File: config.mk
export PLATFORM = sky130hd
export DESIGN_NAME = ialu_top
export DESIGN_NICKNAME = d
export VERILOG_FILES = /design/src/logic/ialu_cmd_pkg.sv /design/src/logic/ialu_data_pkg.sv /design/src/logic/ialu_req_stage.sv /design/src/logic/ialu_alu_core.sv /design/src/logic/ialu_mul_seq.sv /design/src/logic/ialu_rsp_stage.sv /design/src/logic/ialu_top.sv
export VERILOG_INCLUDE_DIRS = /design/src /design/src/logic
export SDC_FILE = /design/constraint.sdc
export NUM_CORES = 1
export LEC_CHECK = 0
export BUFFER_PORTS_ARGS = -buffer_cell sky130_fd_sc_hd__buf_4
export CAP_MARGIN = 30
export CORE_MARGIN = 8
export CORE_UTILIZATION = 49
export CTS_CLUSTER_DIAMETER = 30
export DETAILED_ROUTE_END_ITERATION = 7
export GPL_TIMING_DRIVEN = 0
export PLACE_DENSITY = 0.71
export SLEW_MARGIN = 10
export SYNTH_ARGS = -nofsm -noshare
export SYNTH_HDL_FRONTEND = slang
export SYNTH_SLANG_ARGS = --single-unit
File: constraint.sdc
create_clock -name clk -period 7.5 [get_ports clk]
set_input_delay 0.75 -clock clk [delete_from_list [all_inputs] [get_ports clk]]
set_output_delay 0.75 -clock clk [all_outputs]
set_load 0.005 [all_outputs]
File: src/logic/ialu_params.svh
// IALU width parameters
`ifndef IALU_PARAMS_SVH
`define IALU_PARAMS_SVH

// Datapath width
`define IALU_XLEN      32

// Shift amount bits taken from operand 2
`define IALU_SHAMT_W   5

// Radix-2 multiplier, one step per operand bit
`define IALU_MUL_STEPS `IALU_XLEN

`endif

File: src/logic/ialu_cmd_pkg.sv
// IALU command encoding
package ialu_cmd_pkg;

    // Commands kept from the execute stage
    typedef enum logic [4:0] {
        IALU_CMD_NONE    = 5'd0,   // Idle, reset value
        IALU_CMD_AND     = 5'd1,
        IALU_CMD_OR      = 5'd2,
        IALU_CMD_XOR     = 5'd3,
        IALU_CMD_ADD     = 5'd4,
        IALU_CMD_SUB     = 5'd5,
        IALU_CMD_SUB_LT  = 5'd6,   // Signed less-than
        IALU_CMD_SUB_LTU = 5'd7,   // Unsigned less-than
        IALU_CMD_SUB_EQ  = 5'd8,
        IALU_CMD_SUB_NE  = 5'd9,
        IALU_CMD_SUB_GE  = 5'd10,  // Signed greater-or-equal
        IALU_CMD_SUB_GEU = 5'd11,  // Unsigned greater-or-equal
        IALU_CMD_SLL     = 5'd12,
        IALU_CMD_SRL     = 5'd13,
        IALU_CMD_SRA     = 5'd14,
        IALU_CMD_MUL     = 5'd15,  // Low word
        IALU_CMD_MULH    = 5'd16,  // High word, signed x signed
        IALU_CMD_MULHSU  = 5'd17,  // High word, signed x unsigned
        IALU_CMD_MULHU   = 5'd18   // High word, unsigned x unsigned
    } ialu_cmd_e;

    // Which unit and result format a command uses
    typedef enum logic [2:0] {
        IALU_CLASS_LOGIC = 3'd0,
        IALU_CLASS_ARITH = 3'd1,
        IALU_CLASS_CMP   = 3'd2,
        IALU_CLASS_SHIFT = 3'd3,
        IALU_CLASS_MUL   = 3'd4
    } ialu_class_e;

    typedef struct packed {
        ialu_class_e cls;  // Decoded class
        ialu_cmd_e   cmd;  // Original command
    } ialu_dec_s;

endpackage

File: src/logic/ialu_data_pkg.sv
// IALU datapath types
`include "ialu_params.svh"

package ialu_data_pkg;
    import ialu_cmd_pkg::*;

    // Registered request, decoded command plus operands
    typedef struct packed {
        ialu_dec_s             dec;
        logic [`IALU_XLEN-1:0] op1;
        logic [`IALU_XLEN-1:0] op2;
    } ialu_req_s;

    // Main adder flags
    typedef struct packed {
        logic z;  // Zero
        logic s;  // Sign
        logic o;  // Signed overflow
        logic c;  // Carry out, borrow on subtract
    } ialu_flags_s;

    // Unit result
    typedef struct packed {
        logic [`IALU_XLEN-1:0] word;  // Main result word
        logic                  cmp;   // Comparison bit
    } ialu_res_s;

endpackage

File: src/logic/ialu_req_stage.sv
// IALU request stage
`timescale 1ns/1ps
`include "ialu_params.svh"

module ialu_req_stage
    import ialu_cmd_pkg::*, ialu_data_pkg::*;
(
    input  logic                  clk,
    input  logic                  rst_n,
    input  logic                  cmd_vd_i,  // Command valid level
    input  ialu_cmd_e             cmd_i,
    input  logic [`IALU_XLEN-1:0] op1_i,
    input  logic [`IALU_XLEN-1:0] op2_i,
    input  logic                  done_i,    // Result registered downstream
    output ialu_req_s             req_o,
    output logic                  launch_o   // One cycle, request is in req_o
);

    logic        busy_q;  // Operation in flight
    logic        accept;  // Request sampled on this edge
    ialu_class_e cls;     // Class of cmd_i

    // Held valid must not relaunch while busy
    assign accept = cmd_vd_i & ~busy_q;

    // ------------------------------------------------
    // Command decode
    // ------------------------------------------------
    always_comb begin
        case (cmd_i)
            IALU_CMD_ADD,
            IALU_CMD_SUB     : cls = IALU_CLASS_ARITH;
            IALU_CMD_SUB_LT,
            IALU_CMD_SUB_LTU,
            IALU_CMD_SUB_EQ,
            IALU_CMD_SUB_NE,
            IALU_CMD_SUB_GE,
            IALU_CMD_SUB_GEU : cls = IALU_CLASS_CMP;
            IALU_CMD_SLL,
            IALU_CMD_SRL,
            IALU_CMD_SRA     : cls = IALU_CLASS_SHIFT;
            IALU_CMD_MUL,
            IALU_CMD_MULH,
            IALU_CMD_MULHSU,
            IALU_CMD_MULHU   : cls = IALU_CLASS_MUL;
            default          : cls = IALU_CLASS_LOGIC;  // AND, OR, XOR, NONE
        endcase
    end

    // ------------------------------------------------
    // Busy tracking and launch pulse
    // ------------------------------------------------
    always_ff @(posedge clk or negedge rst_n) begin
        if (!rst_n) begin
            busy_q   <= 1'b0;
            launch_o <= 1'b0;
        end else begin
            launch_o <= accept;
            if (accept) begin
                busy_q <= 1'b1;
            end else if (done_i) begin
                busy_q <= 1'b0;  // Free from the cycle after the result
            end
        end
    end

    // Request payload
    always_ff @(posedge clk) begin
        if (accept) begin
            req_o.dec.cls <= cls;
            req_o.dec.cmd <= cmd_i;
            req_o.op1     <= op1_i;
            req_o.op2     <= op2_i;
        end
    end

endmodule

File: src/logic/ialu_alu_core.sv
// IALU main adder, logic and shifter
`timescale 1ns/1ps
`include "ialu_params.svh"

module ialu_alu_core
    import ialu_cmd_pkg::*, ialu_data_pkg::*;
(
    input  ialu_req_s req_i,  // Registered request
    output ialu_res_s res_o   // Combinational result
);

    logic [`IALU_XLEN-1:0]    op1;
    logic [`IALU_XLEN-1:0]    op2;
    ialu_cmd_e                cmd;
    logic                     is_add;       // Only ADD adds, all else subtracts
    logic [`IALU_XLEN:0]      sum;          // Extended sum, MSB is carry
    logic                     op2_eff_sgn;  // Sign of the value actually added
    ialu_flags_s              flags;
    logic                     lt_s;         // Signed less-than
    logic [`IALU_SHAMT_W-1:0] shamt;
    logic [`IALU_XLEN-1:0]    shft_res;
    logic                     cmp;

    assign op1    = req_i.op1;
    assign op2    = req_i.op2;
    assign cmd    = req_i.dec.cmd;
    assign is_add = (cmd == IALU_CMD_ADD);

    // ------------------------------------------------
    // Main adder and flags
    // ------------------------------------------------
    always_comb begin
        if (is_add) begin
            sum = {1'b0, op1} + {1'b0, op2};
        end else begin
            sum = {1'b0, op1} - {1'b0, op2};  // SUB and all comparisons
        end
    end

    assign op2_eff_sgn = is_add ? op2[`IALU_XLEN-1] : ~op2[`IALU_XLEN-1];

    assign flags.z = ~|sum[`IALU_XLEN-1:0];
    assign flags.s = sum[`IALU_XLEN-1];
    // Same-sign inputs giving opposite-sign result
    assign flags.o = (op1[`IALU_XLEN-1] == op2_eff_sgn)
                   & (sum[`IALU_XLEN-1] != op1[`IALU_XLEN-1]);
    assign flags.c = sum[`IALU_XLEN];  // Borrow, op1 < op2 unsigned

    assign lt_s = flags.s ^ flags.o;

    // ------------------------------------------------
    // Shifter
    // ------------------------------------------------
    assign shamt = op2[`IALU_SHAMT_W-1:0];  // Upper bits of op2 ignored

    always_comb begin
        case (cmd)
            IALU_CMD_SRL : shft_res = op1 >> shamt;
            IALU_CMD_SRA : shft_res = $signed(op1) >>> shamt;  // Sign fill
            default      : shft_res = op1 << shamt;
        endcase
    end

    // ------------------------------------------------
    // Result forming
    // ------------------------------------------------
    always_comb begin
        cmp        = 1'b0;
        res_o.word = '0;
        case (cmd)
            IALU_CMD_AND     : res_o.word = op1 & op2;
            IALU_CMD_OR      : res_o.word = op1 | op2;
            IALU_CMD_XOR     : res_o.word = op1 ^ op2;
            IALU_CMD_ADD,
            IALU_CMD_SUB     : res_o.word = sum[`IALU_XLEN-1:0];  // Wraps
            IALU_CMD_SUB_LT  : cmp = lt_s;
            IALU_CMD_SUB_LTU : cmp = flags.c;
            IALU_CMD_SUB_EQ  : cmp = flags.z;
            IALU_CMD_SUB_NE  : cmp = ~flags.z;
            IALU_CMD_SUB_GE  : cmp = ~lt_s;
            IALU_CMD_SUB_GEU : cmp = ~flags.c;
            IALU_CMD_SLL,
            IALU_CMD_SRL,
            IALU_CMD_SRA     : res_o.word = shft_res;
            default          : begin
            end
        endcase
        // Comparison bit zero-extended into the word
        if (req_i.dec.cls == IALU_CLASS_CMP) begin
            res_o.word = {{(`IALU_XLEN-1){1'b0}}, cmp};
        end
        res_o.cmp = cmp;
    end

endmodule

File: src/logic/ialu_mul_seq.sv
// IALU sequential radix-2 multiplier
`timescale 1ns/1ps
`include "ialu_params.svh"

module ialu_mul_seq
    import ialu_cmd_pkg::*, ialu_data_pkg::*;
(
    input  logic      clk,
    input  logic      rst_n,
    input  logic      launch_i,  // Request valid in req_i
    input  ialu_req_s req_i,
    output ialu_res_s res_o,     // Valid with done_o
    output logic      done_o
);

    localparam int CNT_W = $clog2(`IALU_MUL_STEPS);

    logic                  start;     // Launch of a MUL class command
    logic                  op1_sgn;
    logic                  op2_sgn;
    logic [`IALU_XLEN:0]   op1_ext;   // Multiplicand, one extra sign bit
    logic [`IALU_XLEN:0]   op2_ext;
    logic                  run_q;
    logic [CNT_W-1:0]      cnt_q;     // Step counter
    logic                  hi_q;      // High word requested
    logic                  neg_q;     // Multiplier is negative
    logic [`IALU_XLEN:0]   mcand_q;
    logic [`IALU_XLEN:0]   acc_q;     // Upper partial product
    logic [`IALU_XLEN-1:0] mplier_q;  // Multiplier, low product bits shift in
    logic                  last;
    logic [`IALU_XLEN:0]   addend;
    logic [`IALU_XLEN+1:0] sum;

    assign start   = launch_i & (req_i.dec.cls == IALU_CLASS_MUL);

    // Op1 signed for MULH and MULHSU, op2 for MULH only
    assign op1_sgn = (req_i.dec.cmd == IALU_CMD_MULH) | (req_i.dec.cmd == IALU_CMD_MULHSU);
    assign op2_sgn = (req_i.dec.cmd == IALU_CMD_MULH);
    assign op1_ext = {op1_sgn & req_i.op1[`IALU_XLEN-1], req_i.op1};
    assign op2_ext = {op2_sgn & req_i.op2[`IALU_XLEN-1], req_i.op2};

    // ------------------------------------------------
    // Shift-add step
    // ------------------------------------------------
    assign last   = (cnt_q == CNT_W'(`IALU_MUL_STEPS - 1));
    assign addend = mplier_q[0] ? mcand_q : '0;

    always_comb begin
        // MSB of a negative multiplier weighs minus, so subtract it
        if (last && neg_q) begin
            sum = {acc_q[`IALU_XLEN], acc_q} - {addend[`IALU_XLEN], addend};
        end else begin
            sum = {acc_q[`IALU_XLEN], acc_q} + {addend[`IALU_XLEN], addend};
        end
    end

    // Step control
    always_ff @(posedge clk or negedge rst_n) begin
        if (!rst_n) begin
            run_q  <= 1'b0;
            cnt_q  <= '0;
            done_o <= 1'b0;
        end else begin
            done_o <= run_q & last;  // Result lands together with done
            if (start) begin
                run_q <= 1'b1;
                cnt_q <= '0;
            end else if (run_q) begin
                cnt_q <= cnt_q + 1'b1;
                if (last) begin
                    run_q <= 1'b0;
                end
            end
        end
    end

    // Datapath, loaded on start
    always_ff @(posedge clk) begin
        if (start) begin
            mcand_q  <= op1_ext;
            mplier_q <= op2_ext[`IALU_XLEN-1:0];
            neg_q    <= op2_ext[`IALU_XLEN];
            hi_q     <= (req_i.dec.cmd != IALU_CMD_MUL);
            acc_q    <= '0;
        end else if (run_q) begin
            acc_q    <= sum[`IALU_XLEN+1:1];                     // Arithmetic shift
            mplier_q <= {sum[0], mplier_q[`IALU_XLEN-1:1]};
            if (last) begin
                res_o.word <= hi_q ? sum[`IALU_XLEN:1]
                                   : {sum[0], mplier_q[`IALU_XLEN-1:1]};
                res_o.cmp  <= 1'b0;
            end
        end
    end

endmodule

File: src/logic/ialu_rsp_stage.sv
// IALU response stage
`timescale 1ns/1ps
`include "ialu_params.svh"

module ialu_rsp_stage
    import ialu_cmd_pkg::*, ialu_data_pkg::*;
(
    input  logic                  clk,
    input  logic                  rst_n,
    input  logic                  launch_i,    // Request launched last edge
    input  ialu_class_e           class_i,     // Class of the launched request
    input  ialu_res_s             alu_res_i,   // Combinational core result
    input  ialu_res_s             mul_res_i,
    input  logic                  mul_done_i,
    output logic [`IALU_XLEN-1:0] main_res_o,
    output logic                  cmp_res_o,
    output logic                  res_rdy_o,   // One-cycle result strobe
    output logic                  done_o       // Frees the request stage
);

    logic      take_alu;  // Core result ready this cycle
    logic      take;      // Any result ready this cycle
    ialu_res_s sel;
    logic      rdy_q;

    // ------------------------------------------------
    // Result select
    // ------------------------------------------------
    // Core answers in the launch cycle, multiplier waits for mul_done_i
    assign take_alu = launch_i & (class_i != IALU_CLASS_MUL);
    assign take     = take_alu | mul_done_i;
    assign sel      = take_alu ? alu_res_i : mul_res_i;

    // ------------------------------------------------
    // Output register
    // ------------------------------------------------
    always_ff @(posedge clk or negedge rst_n) begin
        if (!rst_n) begin
            main_res_o <= '0;
            cmp_res_o  <= 1'b0;
            rdy_q      <= 1'b0;
        end else begin
            rdy_q <= take;
            if (take) begin
                main_res_o <= sel.word;  // Held until next result
                cmp_res_o  <= sel.cmp;
            end
        end
    end

    assign res_rdy_o = rdy_q;
    assign done_o    = rdy_q;  // Same edge as the strobe

endmodule

File: src/logic/ialu_top.sv
// IALU top level
`timescale 1ns/1ps
`include "ialu_params.svh"

module ialu_top
    import ialu_cmd_pkg::*, ialu_data_pkg::*;
(
    input  logic                  clk,
    input  logic                  rst_n,
    input  logic                  cmd_vd_i,    // Held until res_rdy_o
    input  ialu_cmd_e             cmd_i,
    input  logic [`IALU_XLEN-1:0] op1_i,
    input  logic [`IALU_XLEN-1:0] op2_i,
    output logic [`IALU_XLEN-1:0] main_res_o,
    output logic                  cmp_res_o,
    output logic                  res_rdy_o
);

    ialu_req_s req;       // Registered request
    logic      launch;    // Request start pulse
    ialu_res_s alu_res;
    ialu_res_s mul_res;
    logic      mul_done;
    logic      rsp_done;  // Result registered

    ialu_req_stage u_req (
        .clk      (clk),
        .rst_n    (rst_n),
        .cmd_vd_i (cmd_vd_i),
        .cmd_i    (cmd_i),
        .op1_i    (op1_i),
        .op2_i    (op2_i),
        .done_i   (rsp_done),
        .req_o    (req),
        .launch_o (launch)
    );

    ialu_alu_core u_core (
        .req_i (req),
        .res_o (alu_res)
    );

    ialu_mul_seq u_mul (
        .clk      (clk),
        .rst_n    (rst_n),
        .launch_i (launch),
        .req_i    (req),
        .res_o    (mul_res),
        .done_o   (mul_done)
    );

    ialu_rsp_stage u_rsp (
        .clk        (clk),
        .rst_n      (rst_n),
        .launch_i   (launch),
        .class_i    (req.dec.cls),
        .alu_res_i  (alu_res),
        .mul_res_i  (mul_res),
        .mul_done_i (mul_done),
        .main_res_o (main_res_o),
        .cmp_res_o  (cmp_res_o),
        .res_rdy_o  (res_rdy_o),
        .done_o     (rsp_done)
    );

endmodule

==> results.toml <==
[critical_path]
crit_path_start_kind = "flip-flop"
reg2reg_depth = 20
cp_data_required_time_ns = 7.99
crit_fanout = 10
arrival_ns = 7.70
critPathKind = "flip-flop to flip-flop"
critPathCaptureType = "flip-flop"

[cts]
cts-root-buf = "clkbuf_16"
htree_levels = 2
cts_resized = 0
hold_buffers = 0
clk_pin_slew_ns = 0.05
cts_tree = "done"
clock_sinks = 247
cts_inserted_buffers = 55
clock_latency_ns = 0.62
clock_path_buffers = 3
cts_setup_buffers = 0

[global_route]
gr-total-overflow = 0
met3_usage = 0.0935
grt_max_degree = 44
grt_use_total = 0.356
grt_use_met1 = 0.436
grt_pass1_vias = 19200
gr-max-usage-layer = "met2"
antenna_found_initial = 2
grt_pass1_wl_um = 124000
use_met2 = 0.561

[floorplan]
die_height_um = 216
pin_count = 106
dieArea_um2 = 46800
core_area_um2 = 39600
die_x_um = 216
initial_core_util = 0.496
placementRows = 73

[synth]
ys_seq_elements = 247
synth.distinct_cells = 85
syn_avg_cell_area_um2 = 8.97
synthArstFlopShare = 0.174
synth_edf_count = 171
ys_seq_area_frac = 0.349
syn_nets = 2403
syn-cell-area_um2 = 19700
yosys_warnings = 0
synthCells = 2192
synth_ff_type = "edfxtp_1"

[min_path]
min_path_type = "input pin to async pin"

[sta]
drv_slew = 0
hold_violations = 0
finalSetupViolCount = 0
rsz0062_at_grt = "false"
period_share = 0.962
worst_slew_pin_slew_ns = 1.08
slew_headroom = 0.275
fin_tns_setup_ns = 0
fmax_mhz = 139
fin_worst_skew_ns = 0.0408
fin_crit_ns = 7.21

[routing]
via_per_inst = 6.52
drc = 0
dr.pass1.iters = 7
route.final.wire_length_um = 85600
route.vias.total = 19200
drt-wirelength-per-cell_um = 29.2
drt-initial-drc-count = 2121
ant_nets = 0

[pwr]
power_mw = 7.49
ir_worst_vdd_uv = 186
leakagePower_nw = 9.44
power.density_nw_per_um2 = 323

[outcome]
outcome = "finished, final reports clean"

[cells_and_area]
final_common_cell = "nor2_1"
stdcell_area_um2 = 23200
final_cell_mix = "nor2_1, nand2_1, a21oi_1, edfxtp_1, o21ai_0"
syn2layout_area_growth_pct = 17.9
drive_above_1_share = 0.134
nNetsFinal = 2575

[place]
finalWeightedCongestion = 1.08
dp_hpwl_um = 67800
postPlaceCellArea_um2 = 21200
port_buffers = 105

[run]
drv_cap = 0
## area by class of cell
cell class / count / area (um2)
diodes: 1 / 2.50
plain buffers: 129 / 503
clock buffers: 61 / 1410
clock inverters: 43 / 520
fillers: 3504 / 16500
inverters: 107 / 402
multi-input cells: 1708 / 11900
flip-flops and latches: 247 / 6870
well taps: 525 / 657
repair buffers: 116 / 917
## per-stage QoR
stage               instances  setup slack [ns]  hold WS (ns)   util
floorplan                2192              2.45         0.441      -
CTS                      2935             0.151         0.165  0.584
finish                   2937             0.287         0.162  0.585
global route             2936            0.0834         0.197  0.585
global placement         2822             0.165         0.439  0.533
detailed placement       2831             0.181         0.440  0.536
## state kept, by name (all words and copies together) (netlist names), 5 cells and up
register	cells
u_req.req_o	72
u_mul.acc_q	33
u_mul.mcand_q	33
u_mul.mplier_q	32
u_mul.res_o	32
u_rsp.main_res_o	32
u_mul.cnt_q	5
## cells in the mapped netlist, types with 12 or more instances
cell	count	area, um2
a31oi_1	16	100
buf_1	24	90.1
nand2b_1	17	106
mux2i_1	131	1310
or3_1	12	75.1
and3_1	13	81.3
a21oi_1	171	856
o21ai_0	170	851
nand2_1	192	721
mux2_2	42	473
o211ai_1	19	143
nor4_1	13	81.3
and2_1	14	87.6
inv_1	105	394
xor2_1	31	272
nor2_1	210	788
a21o_1	29	218
xnor2_1	76	666
dfxtp_1	33	661
nand3_1	40	200
nand4_1	21	131
o22a_1	16	140
a221oi_1	14	123
o22ai_1	47	294
a211oi_1	27	203
edfxtp_1	171	5130
mux4_2	18	405
nor2b_1	23	144
ha_1	137	1710
buf_2	13	65.1
dfrtp_1	43	1080
o21a_1	27	203
nor3_1	36	180
clkbuf_1	92	345
## power by group
group	switching (mW)	internal, mW
Combinational	1.72	1.21
Sequential	0.231	1.86
Clock	0.843	1.64
## cells by family after synthesis
family,synth area share
AO/OA/AOI/OAI,0.212
XOR/XNOR,0.0477
adder cells (fa/ha/maj),0.0892
buffers and inverters,0.0461
flip-flops,0.349
multiplexers,0.111
AND/OR/NAND/NOR,0.144
## worst paths after layout
path	start	endpoint	slack, ns
max reg2reg	u_req.req_o[0]	u_rsp.cmp_res_o	0.29
min in group clk	op1_i[5]	u_req.req_o[37]	0.30
max in group asynchronous	rst_n	u_rsp.main_res_o[6]	6.87
min reg2reg	u_rsp.done_o	u_req.busy_q	0.45
min	rst_n	u_rsp.main_res_o[19]	0.16
max	u_req.req_o[0]	u_rsp.cmp_res_o	0.29
## metal layers
layer / vias to the layer above / part of all wire
met1: 9254 / 0.39
met3: 261 / 0.11
met5: - / 0.00015
met2: 1163 / 0.44
li1: 8480 / -
met4: 2 / 0.063
## worst max-delay path, cell delays in order (launching register included)
cell	delay, ns
edfxtp_1	0.38
buf_2	0.25
buf_2	0.28
clkbuf_1	0.42
inv_1	0.55
ha_1	0.29
nand3_1	0.26
nor4_1	0.68
a31oi_1	0.20
xnor2_1	0.17
ha_1	0.35
a31oi_1	0.49
nor2_1	0.24
nor4b_1	0.33
nand4b_1	0.18
nor4bb_1	0.47
nand3_1	0.24
nor4_2	0.40
nand4_1	0.36
mux2i_1	0.20
a221o_2	0.30
(Power assumes the default switching activity.)
